### config.mk
export PLATFORM = sky130hd
export DESIGN_NAME = tart_correlator_top
export DESIGN_NICKNAME = d
export VERILOG_FILES = /design/src/hw/tart_sig_pkg.sv /design/src/hw/tart_corr_pkg.sv /design/src/hw/accum_sdp_ram.sv /design/src/hw/corr_slot_sequencer.sv /design/src/hw/correlate_cos_sin.sv /design/src/hw/correlator_block.sv /design/src/hw/tart_correlator_top.sv /design/src/hw/visibility_capture.sv
export SDC_FILE = /design/constraint.sdc
export NUM_CORES = 1
export LEC_CHECK = 0
export BUFFER_PORTS_ARGS = -buffer_cell sky130_fd_sc_hd__buf_2
export CORE_UTILIZATION = 25
export DETAILED_ROUTE_END_ITERATION = 12
export HOLD_SLACK_MARGIN = 0.06
export SLEW_MARGIN = 20
export SYNTH_ARGS = -nofsm -noshare
export SYNTH_HDL_FRONTEND = slang
export SYNTH_SLANG_ARGS = --single-unit
### constraint.sdc
create_clock -name clk_x -period 6.15 [get_ports clk_x]
set_clock_uncertainty 0.2 [all_clocks]
set_input_delay 0.3075 -clock clk_x [delete_from_list [all_inputs] [get_ports clk_x]]
set_output_delay 0.3075 -clock clk_x [all_outputs]
set_load 0.02 [all_outputs]
### src/hw/tart_sig_pkg.sv
package tart_sig_pkg;

   // -------------------------------------------------------------------
   // Antenna array
   // -------------------------------------------------------------------

   // Antennas in the array
   localparam int num_ant = 24;

   // Index width, enough for antenna 0 to 23
   localparam int ant_idx_w = 5;

   // -------------------------------------------------------------------
   // Sample types
   // -------------------------------------------------------------------

   // One 1-bit sample per antenna
   // Bit set is +1, bit clear is -1
   typedef logic [num_ant-1:0] ant_word_t;

   // Antenna number, selects one bit of an ant_word_t
   typedef logic [ant_idx_w-1:0] ant_idx_t;

endpackage

### src/hw/tart_corr_pkg.sv
package tart_corr_pkg;

   // -------------------------------------------------------------------
   // Time multiplexing
   // -------------------------------------------------------------------

   // Correlation slots per antenna sample
   localparam int num_slots = 12;

   // Slot index, also the accumulator address
   typedef logic [3:0] slot_t;

   // -------------------------------------------------------------------
   // Accumulators
   // -------------------------------------------------------------------

   // Width of one signed running sum
   localparam int accum_w = 12;

   // Signed cosine or sine sum, two's complement
   typedef logic signed [accum_w-1:0] accum_t;

   // Sine sum in the upper half, cosine sum in the lower half
   typedef logic [2*accum_w-1:0] vis_t;

   // Samples per integration
   typedef logic [15:0] blk_len_t;

   // -------------------------------------------------------------------
   // Antenna pairs, index 0 is antenna a, index 1 is antenna b
   // -------------------------------------------------------------------
   localparam tart_sig_pkg::ant_idx_t pair_table [num_slots][2] = '{
      '{5'd0,  5'd1},
      '{5'd0,  5'd2},
      '{5'd1,  5'd2},
      '{5'd3,  5'd4},
      '{5'd3,  5'd5},
      '{5'd4,  5'd5},
      '{5'd6,  5'd7},
      '{5'd8,  5'd9},
      '{5'd10, 5'd11},
      '{5'd12, 5'd17},
      '{5'd18, 5'd23},
      '{5'd22, 5'd23}
   };

   // Sequencer states
   typedef enum logic {
      seq_idle,
      seq_run
   } seq_state_t;

endpackage

### src/hw/accum_sdp_ram.sv
`timescale 1ns/100ps

module accum_sdp_ram (
   input  logic                  clk_x,
   input  logic                  we,
   input  tart_corr_pkg::slot_t  waddr,
   input  tart_corr_pkg::accum_t wdata,
   input  tart_corr_pkg::slot_t  raddr,
   output tart_corr_pkg::accum_t rdata
);

   // One entry per possible slot address
   localparam int depth = 2 ** $bits(tart_corr_pkg::slot_t);

   tart_corr_pkg::accum_t mem [depth];

   // -------------------------------------------------------------------
   // Write port
   // -------------------------------------------------------------------
   always_ff @(posedge clk_x) begin
      if (we) begin
         mem[waddr] <= wdata;
      end
   end

   // -------------------------------------------------------------------
   // Read port, asynchronous
   // -------------------------------------------------------------------

   // Distributed RAM, old sum ready in the same cycle
   assign rdata = mem[raddr];

endmodule

### src/hw/corr_slot_sequencer.sv
`timescale 1ns/100ps

module corr_slot_sequencer (
   input  logic                     clk_x,
   input  logic                     rst_n,
   input  logic                     sample_stb,
   input  tart_sig_pkg::ant_word_t  re,
   input  tart_sig_pkg::ant_word_t  im,
   input  tart_corr_pkg::blk_len_t  blk_len,
   output logic                     en,
   output logic                     sw,
   output tart_corr_pkg::slot_t     rd,
   output logic                     blk_flip,
   output tart_sig_pkg::ant_word_t  re_q,
   output tart_sig_pkg::ant_word_t  im_q
);

   tart_corr_pkg::seq_state_t state;
   tart_corr_pkg::blk_len_t   smp_cnt;
   logic                      accept;
   logic                      last_slot;
   logic                      last_smp;

   // -------------------------------------------------------------------
   // Decodes
   // -------------------------------------------------------------------

   // Strobes during a run are dropped
   assign accept    = (state == tart_corr_pkg::seq_idle) && sample_stb;
   assign last_slot = (rd == tart_corr_pkg::slot_t'(tart_corr_pkg::num_slots - 1));
   // blk_len is at least 1, so no underflow
   assign last_smp  = (smp_cnt == blk_len - 16'd1);

   // One slot per cycle while running
   assign en       = (state == tart_corr_pkg::seq_run);
   // First sample of an integration, adder starts from zero
   assign sw       = en && (smp_cnt == '0);
   // Final slot of the final sample
   assign blk_flip = en && last_slot && last_smp;

   // -------------------------------------------------------------------
   // FSM, slot counter and sample counter
   // -------------------------------------------------------------------
   always_ff @(posedge clk_x or negedge rst_n) begin
      if (!rst_n) begin
         state   <= tart_corr_pkg::seq_idle;
         rd      <= '0;
         smp_cnt <= '0;
      end else begin
         case (state)
            tart_corr_pkg::seq_idle: begin
               if (sample_stb) begin
                  state <= tart_corr_pkg::seq_run;
                  rd    <= '0;
               end
            end
            tart_corr_pkg::seq_run: begin
               if (last_slot) begin
                  state <= tart_corr_pkg::seq_idle;
                  rd    <= '0;
                  // Wrap at end of integration
                  if (last_smp) begin
                     smp_cnt <= '0;
                  end else begin
                     smp_cnt <= smp_cnt + 16'd1;
                  end
               end else begin
                  rd <= rd + 4'd1;
               end
            end
            default: state <= tart_corr_pkg::seq_idle;
         endcase
      end
   end

   // Sample held for all 12 slots
   always_ff @(posedge clk_x) begin
      if (accept) begin
         re_q <= re;
         im_q <= im;
      end
   end

endmodule

### src/hw/correlate_cos_sin.sv
`timescale 1ns/100ps

module correlate_cos_sin (
   input  logic                  clk_x,
   input  logic                  rst_n,
   input  logic                  clr,
   input  logic                  en,
   input  logic                  ar,
   input  logic                  br,
   input  logic                  bi,
   input  tart_corr_pkg::accum_t dcos,
   input  tart_corr_pkg::accum_t dsin,
   output logic                  go,
   output logic                  vld,
   output tart_corr_pkg::accum_t qcos,
   output tart_corr_pkg::accum_t qsin,
   output logic                  oc,
   output logic                  os
);

   localparam int msb = tart_corr_pkg::accum_w - 1;

   tart_corr_pkg::accum_t prod_c;
   tart_corr_pkg::accum_t prod_s;
   tart_corr_pkg::accum_t old_c;
   tart_corr_pkg::accum_t old_s;
   tart_corr_pkg::accum_t sum_c;
   tart_corr_pkg::accum_t sum_s;
   logic                  wrap_c;
   logic                  wrap_s;
   tart_corr_pkg::accum_t go_cos;
   tart_corr_pkg::accum_t go_sin;
   logic                  go_oc;
   logic                  go_os;

   // -------------------------------------------------------------------
   // Sign products and adders
   // -------------------------------------------------------------------

   // Equal signs give +1, else -1 (all ones)
   assign prod_c = (ar == br) ? tart_corr_pkg::accum_t'(1) : '1;
   assign prod_s = (ar == bi) ? tart_corr_pkg::accum_t'(1) : '1;

   // First pass of an integration ignores memory contents
   assign old_c = clr ? '0 : dcos;
   assign old_s = clr ? '0 : dsin;

   assign sum_c = old_c + prod_c;
   assign sum_s = old_s + prod_s;

   // Same input signs, result sign flipped
   assign wrap_c = (old_c[msb] == prod_c[msb]) && (sum_c[msb] != old_c[msb]);
   assign wrap_s = (old_s[msb] == prod_s[msb]) && (sum_s[msb] != old_s[msb]);

   // -------------------------------------------------------------------
   // Two-stage pipeline, go then vld
   // -------------------------------------------------------------------
   always_ff @(posedge clk_x or negedge rst_n) begin
      if (!rst_n) begin
         go  <= 1'b0;
         vld <= 1'b0;
         oc  <= 1'b0;
         os  <= 1'b0;
      end else begin
         go  <= en;
         vld <= go;
         // Flags only follow a live slot
         oc  <= go && go_oc;
         os  <= go && go_os;
      end
   end

   // Sums and flags, no reset
   always_ff @(posedge clk_x) begin
      if (en) begin
         go_cos <= sum_c;
         go_sin <= sum_s;
         go_oc  <= wrap_c;
         go_os  <= wrap_s;
      end
      qcos <= go_cos;
      qsin <= go_sin;
   end

endmodule

### src/hw/correlator_block.sv
`timescale 1ns/100ps

module correlator_block (
   input  logic                    clk_x,
   input  logic                    rst_n,
   input  logic                    sw,
   input  logic                    en,
   input  tart_sig_pkg::ant_word_t re,
   input  tart_sig_pkg::ant_word_t im,
   input  tart_corr_pkg::slot_t    rd,
   output logic                    vld,
   output tart_corr_pkg::slot_t    wr,
   output tart_corr_pkg::vis_t     vis,
   output logic                    overflow_cos,
   output logic                    overflow_sin
);

   tart_sig_pkg::ant_idx_t a_idx;
   tart_sig_pkg::ant_idx_t b_idx;
   logic                   ar;
   logic                   br;
   logic                   bi;
   logic                   go;
   tart_corr_pkg::slot_t   rd_q;
   tart_corr_pkg::accum_t  dcos;
   tart_corr_pkg::accum_t  dsin;
   tart_corr_pkg::accum_t  qcos;
   tart_corr_pkg::accum_t  qsin;

   // -------------------------------------------------------------------
   // Antenna pair for this slot
   // -------------------------------------------------------------------
   assign a_idx = tart_corr_pkg::pair_table[rd][0];
   assign b_idx = tart_corr_pkg::pair_table[rd][1];

   // Real part of a against real and imaginary parts of b
   assign ar = re[a_idx];
   assign br = re[b_idx];
   assign bi = im[b_idx];

   // -------------------------------------------------------------------
   // Write address, rd two cycles late
   // -------------------------------------------------------------------

   // Follows the go/vld stages of the adder
   always_ff @(posedge clk_x) begin
      if (en) begin
         rd_q <= rd;
      end
      if (go) begin
         wr <= rd_q;
      end
   end

   // -------------------------------------------------------------------
   // Adder and accumulator memories
   // -------------------------------------------------------------------
   correlate_cos_sin u_corr (
      .clk_x (clk_x),
      .rst_n (rst_n),
      .clr   (sw),
      .en    (en),
      .ar    (ar),
      .br    (br),
      .bi    (bi),
      .dcos  (dcos),
      .dsin  (dsin),
      .go    (go),
      .vld   (vld),
      .qcos  (qcos),
      .qsin  (qsin),
      .oc    (overflow_cos),
      .os    (overflow_sin)
   );

   // Cosine sums
   accum_sdp_ram u_ram_cos (
      .clk_x (clk_x),
      .we    (vld),
      .waddr (wr),
      .wdata (qcos),
      .raddr (rd),
      .rdata (dcos)
   );

   // Sine sums
   accum_sdp_ram u_ram_sin (
      .clk_x (clk_x),
      .we    (vld),
      .waddr (wr),
      .wdata (qsin),
      .raddr (rd),
      .rdata (dsin)
   );

   assign vis = {qsin, qcos};

endmodule

### src/hw/tart_correlator_top.sv
`timescale 1ns/100ps

module tart_correlator_top (
   input  logic                    clk_x,
   input  logic                    rst_n,
   input  logic                    sample_stb,
   input  tart_sig_pkg::ant_word_t re,
   input  tart_sig_pkg::ant_word_t im,
   input  tart_corr_pkg::blk_len_t blk_len,
   input  tart_corr_pkg::slot_t    rd_slot,
   output tart_corr_pkg::vis_t     rd_vis,
   output logic                    rd_ovf_cos,
   output logic                    rd_ovf_sin,
   output logic                    blk_done
);

   // Sequencer to correlator
   logic                    en;
   logic                    sw;
   tart_corr_pkg::slot_t    rd;
   logic                    blk_flip;
   tart_sig_pkg::ant_word_t re_q;
   tart_sig_pkg::ant_word_t im_q;

   // Correlator to capture
   logic                    vld;
   tart_corr_pkg::slot_t    wr;
   tart_corr_pkg::vis_t     vis;
   logic                    ovf_cos;
   logic                    ovf_sin;

   // -------------------------------------------------------------------
   // Slot sequencer
   // -------------------------------------------------------------------
   corr_slot_sequencer u_seq (
      .clk_x      (clk_x),
      .rst_n      (rst_n),
      .sample_stb (sample_stb),
      .re         (re),
      .im         (im),
      .blk_len    (blk_len),
      .en         (en),
      .sw         (sw),
      .rd         (rd),
      .blk_flip   (blk_flip),
      .re_q       (re_q),
      .im_q       (im_q)
   );

   // -------------------------------------------------------------------
   // Correlator block
   // -------------------------------------------------------------------
   correlator_block u_corr (
      .clk_x        (clk_x),
      .rst_n        (rst_n),
      .sw           (sw),
      .en           (en),
      .re           (re_q),
      .im           (im_q),
      .rd           (rd),
      .vld          (vld),
      .wr           (wr),
      .vis          (vis),
      .overflow_cos (ovf_cos),
      .overflow_sin (ovf_sin)
   );

   // -------------------------------------------------------------------
   // Double-buffered capture
   // -------------------------------------------------------------------
   visibility_capture u_cap (
      .clk_x      (clk_x),
      .rst_n      (rst_n),
      .vld        (vld),
      .wr         (wr),
      .vis        (vis),
      .oc         (ovf_cos),
      .os         (ovf_sin),
      .flip       (blk_flip),
      .rd_slot    (rd_slot),
      .rd_vis     (rd_vis),
      .rd_ovf_cos (rd_ovf_cos),
      .rd_ovf_sin (rd_ovf_sin),
      .blk_done   (blk_done)
   );

endmodule

### src/hw/visibility_capture.sv
`timescale 1ns/100ps

module visibility_capture (
   input  logic                 clk_x,
   input  logic                 rst_n,
   input  logic                 vld,
   input  tart_corr_pkg::slot_t wr,
   input  tart_corr_pkg::vis_t  vis,
   input  logic                 oc,
   input  logic                 os,
   input  logic                 flip,
   input  tart_corr_pkg::slot_t rd_slot,
   output tart_corr_pkg::vis_t  rd_vis,
   output logic                 rd_ovf_cos,
   output logic                 rd_ovf_sin,
   output logic                 blk_done
);

   localparam int ns = tart_corr_pkg::num_slots;

   tart_corr_pkg::vis_t vis_mem [2][ns];
   logic [ns-1:0]       valid   [2];
   logic [ns-1:0]       ovf_c   [2];
   logic [ns-1:0]       ovf_s   [2];
   logic                bank;
   logic                rd_bank;
   logic [1:0]          flip_q;
   logic                rd_hit;

   // -------------------------------------------------------------------
   // Active bank, sticky flags and bank switch
   // -------------------------------------------------------------------
   always_ff @(posedge clk_x or negedge rst_n) begin
      if (!rst_n) begin
         bank     <= 1'b0;
         flip_q   <= '0;
         blk_done <= 1'b0;
         valid    <= '{default: '0};
         ovf_c    <= '{default: '0};
         ovf_s    <= '{default: '0};
      end else begin
         // Flip lines up with the last vld of the sample
         flip_q   <= {flip_q[0], flip};
         blk_done <= flip_q[1];
         if (vld) begin
            valid[bank][wr] <= 1'b1;
            // First write of an integration replaces the flags
            if (valid[bank][wr]) begin
               ovf_c[bank][wr] <= ovf_c[bank][wr] | oc;
               ovf_s[bank][wr] <= ovf_s[bank][wr] | os;
            end else begin
               ovf_c[bank][wr] <= oc;
               ovf_s[bank][wr] <= os;
            end
         end
         if (flip_q[1]) begin
            bank        <= rd_bank;
            // Bank about to fill starts empty
            valid[rd_bank] <= '0;
         end
      end
   end

   // Visibility store, no reset
   always_ff @(posedge clk_x) begin
      if (vld) begin
         vis_mem[bank][wr] <= vis;
      end
   end

   // -------------------------------------------------------------------
   // Readout of the finished bank
   // -------------------------------------------------------------------
   assign rd_bank = ~bank;
   assign rd_hit  = (rd_slot < ns);

   // Unwritten entries read as zero
   assign rd_vis     = (rd_hit && valid[rd_bank][rd_slot]) ? vis_mem[rd_bank][rd_slot] : '0;
   assign rd_ovf_cos = rd_hit && ovf_c[rd_bank][rd_slot];
   assign rd_ovf_sin = rd_hit && ovf_s[rd_bank][rd_slot];

endmodule

# After elaboration in Yosys (flattened, before gate mapping)
# Memory sizes are Yosys's and may differ from the RTL's.
# Cells that the tools add are included.
[totals] ff_bits=207 latchBits=0 ram_bits=960 romBits=160 inputBits=71 word_cells=159 mem_count=4
[op_classes] addsub=5 mul=0 n_div=0 n_lt_le_gt_ge=14 n_eq_ne=9 shift=0 n_mux=72 bitwise_logic=12 n_reduce_logical=17
[memory_table] memory="u_cap.vis_mem" words=2 width=288 read_ports=1 rd_clocked_by_memory_dff=0 write_ports=1 line="visibility_capture.sv:21" source="tart_corr_pkg::vis_t vis_mem [2][ns];"
[memory_table] memory="u_corr.u_ram_cos.mem" words=16 width=12 read_ports=1 rd_clocked_by_memory_dff=0 write_ports=1 line="accum_sdp_ram.sv:15" source="tart_corr_pkg::accum_t mem [depth];"
[memory_table] memory="u_corr.u_ram_sin.mem" words=16 width=12 read_ports=1 rd_clocked_by_memory_dff=0 write_ports=1 line="accum_sdp_ram.sv:15"
[memory_table] memory="(name not given)" words=16 width=10 read_ports=1 rd_clocked_by_memory_dff=0 write_ports=0 line="correlator_block.sv:33" source="assign a_idx = tart_corr_pkg::pair_table[rd][0];"
[op_table] cell="12-bit two-way mux" count=24
[op_table] cell="288-bit two-way mux" count=1
[op_table] cell="24-bit two-way mux" count=8
[op_table] cell="24-bit binary-select mux with 4-bit select" count=1
[op_table] cell="24-bit bitwise mux" count=4
[op_table] cell="24-bit demux with 4-bit select" count=1
[op_table] cell="12-bit adder" count=2
[op_table] cell="24-bit AND" count=1
[op_table] cell="1-bit binary-select mux with 4-bit select" count=6
[op_table] cell="12-bit demux with 1-bit select" count=2
[op_table] cell="24-bit inverter" count=1
[op_table] cell="24-bit OR" count=1
[op_table] cell="10-bit two-way mux" count=2
[op_table] cell="16-bit by 1-bit adder with 16-bit output, second input constant" count=1
[op_table] cell="16-bit equality test" count=1
[op_table] cell="16-bit logical NOT" count=1
[op_table] cell="16-bit two-way mux" count=1
[op_table] cell="16-bit by 1-bit subtractor with 16-bit output, second input constant" count=1
[op_table] cell="1-bit binary-select mux with 5-bit select" count=3
[op_table] cell="5-bit greater-or-equal comparator, second input constant" count=3
[op_table] cell="1-bit logical AND" count=15
[op_table] cell="4-bit inverter with 5-bit output" count=3
[op_table] cell="1-bit two-way mux" count=14
[op_table] cell="5-bit by 6-bit less-than comparator with 1-bit output, second input constant" count=2
[op_table] cell="19 further kinds" count=30

# Depth between registers and ports, before layout
[logic_depth] ltp_word=11 mapped_depth=22

# Cells and area by module
# A second synthesis with hierarchy kept.
[hier_totals] cells_unflattened=2604 area_unflattened_um2=47946.0
[by_module_without_submodules] mod="visibility_capture" n_inst=1 cells_each=1312 area_each_um2=26177.6 seq_area_each_um2=19198.4
[by_module_without_submodules] mod="accum_sdp_ram" n_inst=2 cells_each=317 area_each_um2=7359.6 seq_area_each_um2=5765.5
[by_module_without_submodules] mod="corr_slot_sequencer" n_inst=1 cells_each=247 area_each_um2=3106.7 seq_area_each_um2=1966.9
[by_module_without_submodules] mod="correlate_cos_sin" n_inst=1 cells_each=288 area_each_um2=2867.8 seq_area_each_um2=1361.3
[by_module_without_submodules] mod="correlator_block" n_inst=1 cells_each=123 area_each_um2=1074.8 seq_area_each_um2=240.2

# Worst setup path before layout
# Ideal clock, no wire load.
[synth_timing] path_type="register -> register" start="register u_corr.wr[0]" end="register u_cap.ovf_c[12] in the netlist's numbering" setup_time_ns=0.125 arrival_time_ns=5.339 required_ns=5.825 setup_slack_ns=0.486 stages_incl_launch_ff=6 path_buffers=2 cell_sequence="edfxtp_1 clkbuf_1 clkbuf_1 nor4_1 nor2b_1 mux2_2"
[synth_via] elab_chain_cells=8 elab_cells_between_ends=15 classes_between="order compare (2); mux (11); bitwise (1); reduce/logical (1)"
[synth_rtl] item="from (decl)" line="correlator_block.sv:12" source="output tart_corr_pkg::slot_t wr,"
[synth_rtl] item="from (signal assigned)" line="correlator_block.sv:51" source="wr <= rd_q;"
[synth_rtl] item="4-bit by 5-bit less-than comparator with 1-bit output (implied by the code) / 4-bit by 1-bit greater-or-equal comparator with 1-bit output (equally long branches)" line="visibility_capture.sv:49, visibility_capture.sv:52"
[synth_rtl] item="1-bit logical AND (implied by the code)" line="visibility_capture.sv:49, visibility_capture.sv:52"
[synth_rtl] item="1-bit two-way mux (implied by the code)" line="visibility_capture.sv:49, visibility_capture.sv:52"
[synth_rtl] item="1-bit demux with 4-bit select"
[synth_rtl] item="12-bit two-way mux (implied by the code)" line="visibility_capture.sv:49, visibility_capture.sv:52"
[synth_rtl] item="12-bit demux with 1-bit select" line="visibility_capture.sv:49, visibility_capture.sv:52"
[synth_rtl] item="24-bit bitwise mux, on equally long branches" line="visibility_capture.sv:52, visibility_capture.sv:49"
[synth_rtl] item="24-bit two-way mux *" line="visibility_capture.sv:48" source="if (valid[bank][wr]) begin"
[synth_rtl] item="to (signal, indexed assignment)" line="visibility_capture.sv:49" source="ovf_c[bank][wr] <= ovf_c[bank][wr] | oc;"
[synth_rtl] item="to (decl)" line="visibility_capture.sv:23" source="logic [ns-1:0] ovf_c [2];"
# Mark *: on every way between the ends. The rest lies on a longest branch, timed or not. The select of a mux whose other input is x is not followed.
# A chain may end at the register's enable or synchronous reset.

# Worst setup path in the final report
[layout_timing] start="register u_seq.rd[1]" end="register u_corr.u_corr.go_sin[10], data pin"
[layout_via] elab_chain_cells=9 elab_cells_between_ends=13 classes_between="add/sub (1); eq/ne (1); mux (8); bitwise (1); memory (2)"
[layout_rtl] item="from (decl)" line="corr_slot_sequencer.sv:12" source="output tart_corr_pkg::slot_t rd,"
[layout_rtl] item="from (signal assigned)" line="corr_slot_sequencer.sv:68" source="rd <= rd + 4'd1;"
[layout_rtl] item="4-bit inverter with 5-bit output (implied by the code)" line="correlator_block.sv:33, correlator_block.sv:34"
[layout_rtl] item="memory read 16 x 10 bit"
[layout_rtl] item="10-bit two-way mux (implied by the code) (2 in series)" line="correlator_block.sv:33"
[layout_rtl] item="1-bit binary-select mux with 5-bit select, on equally long branches" line="correlator_block.sv:37, correlator_block.sv:39"
[layout_rtl] item="1-bit two-way mux, on equally long branches" line="correlator_block.sv:37, correlator_block.sv:39"
[layout_rtl] item="1-bit equality test" line="correlate_cos_sin.sv:42" source="assign prod_s = (ar == bi) ? tart_corr_pkg::accum_t'(1) : '1;"
[layout_rtl] item="12-bit two-way mux" line="correlate_cos_sin.sv:42"
[layout_rtl] item="12-bit adder *" line="correlate_cos_sin.sv:49" source="assign sum_s = old_s + prod_s;"
[layout_rtl] item="named net u_corr.u_corr.sum_s[10]" line="correlate_cos_sin.sv:28" source="tart_corr_pkg::accum_t sum_s;"
[layout_rtl] item="to (signal assigned)" line="correlate_cos_sin.sv:77" source="go_sin <= sum_s;"
[layout_rtl] item="to (decl)" line="correlate_cos_sin.sv:32" source="tart_corr_pkg::accum_t go_sin;"
# The timed path passes the listed nets; every way through them passes the cells marked *. The select of a mux whose other input is x is not followed.

==> flow_metrics.env <==
export IMPL_path_clk_slew_ns=0.06
export IMPL_yosys_top_cells_area="edfxtp_1 67%, mux4_2 15%, dfrtp_1 5.4%"
export IMPL_path_max_fanout=11
export IMPL_fin_util_pct=29.88
export IMPL_hold_viol_final=0
export IMPL_dp_final_hpwl_um=63770
export IMPL_ant_nets=0
export IMPL_worst_pin_slew_ns=1.145
export IMPL_status="complete, no violations"
export IMPL_die_h_um=435.5
export IMPL_critical_path_most_common_cell="a21oi_1"
export IMPL_drive_gt1_share_pct=30.18
export IMPL_cts_buffers=111
export IMPL_synth_area_mm2=0.04698
export IMPL_drt_wirelength_per_cell_um=22.05
export IMPL_antenna_found_initial=8
export IMPL_synth_net_count=2422
export IMPL_core_area_mm2=0.1860
export IMPL_synth_warnings=0
export IMPL_portBuffers=97
export IMPL_die_w_um=435.5
export IMPL_rsz0062_at_grt="no"
export IMPL_start_util_pct=25.25
export IMPL_start_kind="flop"
export IMPL_place_gp_congestion=0.7883
export IMPL_maxSlewViolCount=0
export IMPL_grt_max_degree=102
export IMPL_h_tree_depth=3
export IMPL_dpl_cell_count=4873
export IMPL_finalCritPeriodShare_pct=92.66
export IMPL_critPathMaxStageDelay_ns=0.50
export IMPL_grt_usage_pct=11.81
export IMPL_grt_pass1_vias=24270
export IMPL_dr_pass1_iters=5
export IMPL_synthFlopType="edfxtp_1"
export IMPL_cts_tree="done"
export IMPL_synth_top_area_share_pct=66.61
export IMPL_routed_wl_um=113900
export IMPL_fin_area_mm2=0.05558
export IMPL_timing_fmax_mhz=175.5
export IMPL_fp_dieArea_mm2=0.1896
export IMPL_max_cap_violations=0
export IMPL_peakVddDrop_v=0.0005983
export IMPL_max_slew_margin_pct=23.27
export IMPL_syn_avg_cell_area_um2=20.26
export IMPL_powerDensity_mw_per_mm2=523.2
export IMPL_num_vias=23710
export IMPL_cpMaxStageDelayCell="mux4_2"
export IMPL_fin_nets=2689
export IMPL_crit_buf_inv=3
export IMPL_drt_initial_drc_count=2041
export IMPL_setup_viol=0
export IMPL_io_pins=98
export IMPL_cp_top_family="compound AO/OA/AOI/OAI gates"
export IMPL_vias_per_cell=4.590
export IMPL_path_class="flop to flop"
export IMPL_finalSetupTns_ns=0
export IMPL_crit_chain="inv_1, ha_1, mux2i_1, o21ai_4, buf_4, mux4_2, mux2i_1, mux2i_1, a21oi_1, xnor2_1, inv_1, fa_1, a21o_1, a21oi_1, o21ai_0, a21oi_1, o21bai_1, a21oi_1, o21ai_0, a21oi_1, xnor2_1"
export IMPL_holdWs_ns=0.09952
export IMPL_drc=0
export IMPL_placed_cell_area_mm2=0.05108
export IMPL_synth_edff_count=1042
export IMPL_clkSinkCount=1167
export IMPL_ys_seq_elements=1167
export IMPL_cp_end_kind="flop"
export IMPL_required_ns=6.42
export IMPL_yosys_area_top_type="edfxtp_1"
export IMPL_grt_pass1_wl_um=167100
export IMPL_cts_root_buf="clkbuf_16"
export IMPL_ys_types=73
export IMPL_finalCriticalPeriod_ns=5.698
export IMPL_cts_buffer_depth=3
export IMPL_areaGrowthSynthToFinish_pct=18.31
export IMPL_rows=158
export IMPL_hold_path_class="input port to flop"
export IMPL_async_reset_ff_share_pct=8.655
export IMPL_final_cells=5165
export IMPL_leakage_nw=18.12
export IMPL_globalRouteOverflowTotal=0
export IMPL_arrival_ns=5.96
export IMPL_ys_seq_area_share_pct=73.01
export IMPL_synth_cells=2319
export IMPL_clkLatencyLatePin_ns=0.73
[state kept, by name (all words and copies together) (netlist names), 2 cells and up]
| name | count |
|---|---|
| u_corr.u_corr.qsin | 12 |
| u_cap.flip_q | 2 |
| u_seq.smp_cnt | 16 |
| u_corr.rd_q | 4 |
| u_cap.valid | 24 |
| u_corr.u_ram_cos.mem | 192 |
| u_seq.rd | 4 |
| u_cap.ovf_s | 24 |
| u_seq.re_q | 24 |
| u_corr.u_corr.go_sin | 12 |
| u_seq.im_q | 24 |
| u_cap.ovf_c | 24 |
| u_corr.u_corr.qcos | 12 |
| u_corr.wr | 4 |
| u_corr.u_ram_sin.mem | 192 |
| u_corr.u_corr.go_cos | 12 |
| u_cap.vis_mem | 576 |
[through the flow]
| stage | total power (W) | worst slack [ns] |
|---|---|---|
| 4_1_cts | 0.02914 | 0.02145 |
| 3_3_place_gp | 0.02197 | 0.1646 |
| 5_1_grt | 0.03054 | 0.03594 |
| 3_5_place_dp | 0.02223 | 0.05174 |
| 2_1_floorplan | 0.01914 | 0.4863 |
| 6_report | 0.02908 | 0.4515 |
[placed cells by master, fill, tap and decap left out, types with 18 or more instances in the layout]
master            n
o21ai_0          33
nand2_1          70
a22oi_1          25
buf_2            94
mux4_2          304
a21oi_1          39
nand3_1          18
clkbuf_1         24
clkbuf_16       111
dfxtp_1          23
nor2_1           49
dlygate4sd3_1    73
xnor2_1          36
clkinv_1         19
ha_1             30
dfrtp_1          96
mux2i_1          80
mux2_2           75
buf_4           100
clkinv_2         18
edfxtp_1       1042
inv_1            39
[per-layer routing]
| layer | part of all wire (%) | up-vias | GRT usage [%] |
|---|---|---|---|
| li1 | - | 10080 | - |
| met1 | 44 | 12770 | 16.31 |
| met2 | 49 | 697 | 19.35 |
| met3 | 5.4 | 150 | 1.963 |
| met4 | 1.8 | 2 | 2.703 |
| met5 | 0.011 | - | 0 |
[report_power, final]
part / internal [W] / switching [W]
clock network: 0.00388 / 0.00296
logic: 0.00410 / 0.00609
registers: 0.0115 / 0.000572
total: 0.0195 / 0.00962
[kinds of logic after synthesis]
kind of cell / Yosys count / synth area share (%)
flip-flops: 1167 / 73.01
adder cells (fa/ha/maj): 32 / 0.8843
AND/OR/NAND/NOR: 263 / 2.853
AO/OA/AOI/OAI: 188 / 2.823
XOR/XNOR: 51 / 0.9509
multiplexers: 459 / 18.08
buffers and inverters: 159 / 1.401
[Yosys cell counts (5+ instances only)]
library cell and count:
nand2_1 70, nor2b_1 17, o21bai_1 6, nor2_2 7
a21oi_1 40, o21ai_0 34, dfxtp_1 24, xor2_1 15
dfrtp_1 101, clkbuf_1 75, inv_1 39, mux4_2 304
and3_1 6, ha_1 30, a221oi_1 17, nor2_1 56
nand2b_1 15, nor4_1 14, edfxtp_1 1042, buf_2 37
a22oi_1 25, nor3_1 27, xnor2_1 36, mux2_2 75
o21a_1 14, mux2i_1 80, and2_1 5, or3_1 5
nand3_1 18
[final cells by class]
type,count,area (µm²)
tap,2480,3103
fill,17890,130400
clock inverter,59,646.9
inverter,40,150.1
antenna,8,20.02
multi-input combinational,993,12260
sequential,1167,34310
clock buffer,145,3005
timing repair buffer,273,2081
[timing repair]
action | in CTS | in global routing
resized for setup | 0 | 3
endpoints found under the hold margin | 96 | 0
buffers inserted | 0 | 6
hold buffers | 74 | 0
endpoints found under the setup margin | 0 | 8
[worst paths after layout]
check	slack [ns]	from	depth (start not counted)	to
min in group asynchronous	0.47	rst_n	4	u_cap.ovf_c[10]
worst min-delay path	0.1	im[4]	2	u_seq.im_q[4]
max in group asynchronous	4.41	rst_n	4	u_seq.rd[1]
worst max-delay path	0.45	u_seq.rd[1]	21	u_corr.u_corr.go_sin[10]
worst min register to register	0.14	u_corr.u_corr.go_cos[6]	0	u_corr.u_corr.qcos[6]
worst max register to register	0.45	u_seq.rd[1]	21	u_corr.u_corr.go_sin[10]
(Power assumes the default switching activity.)
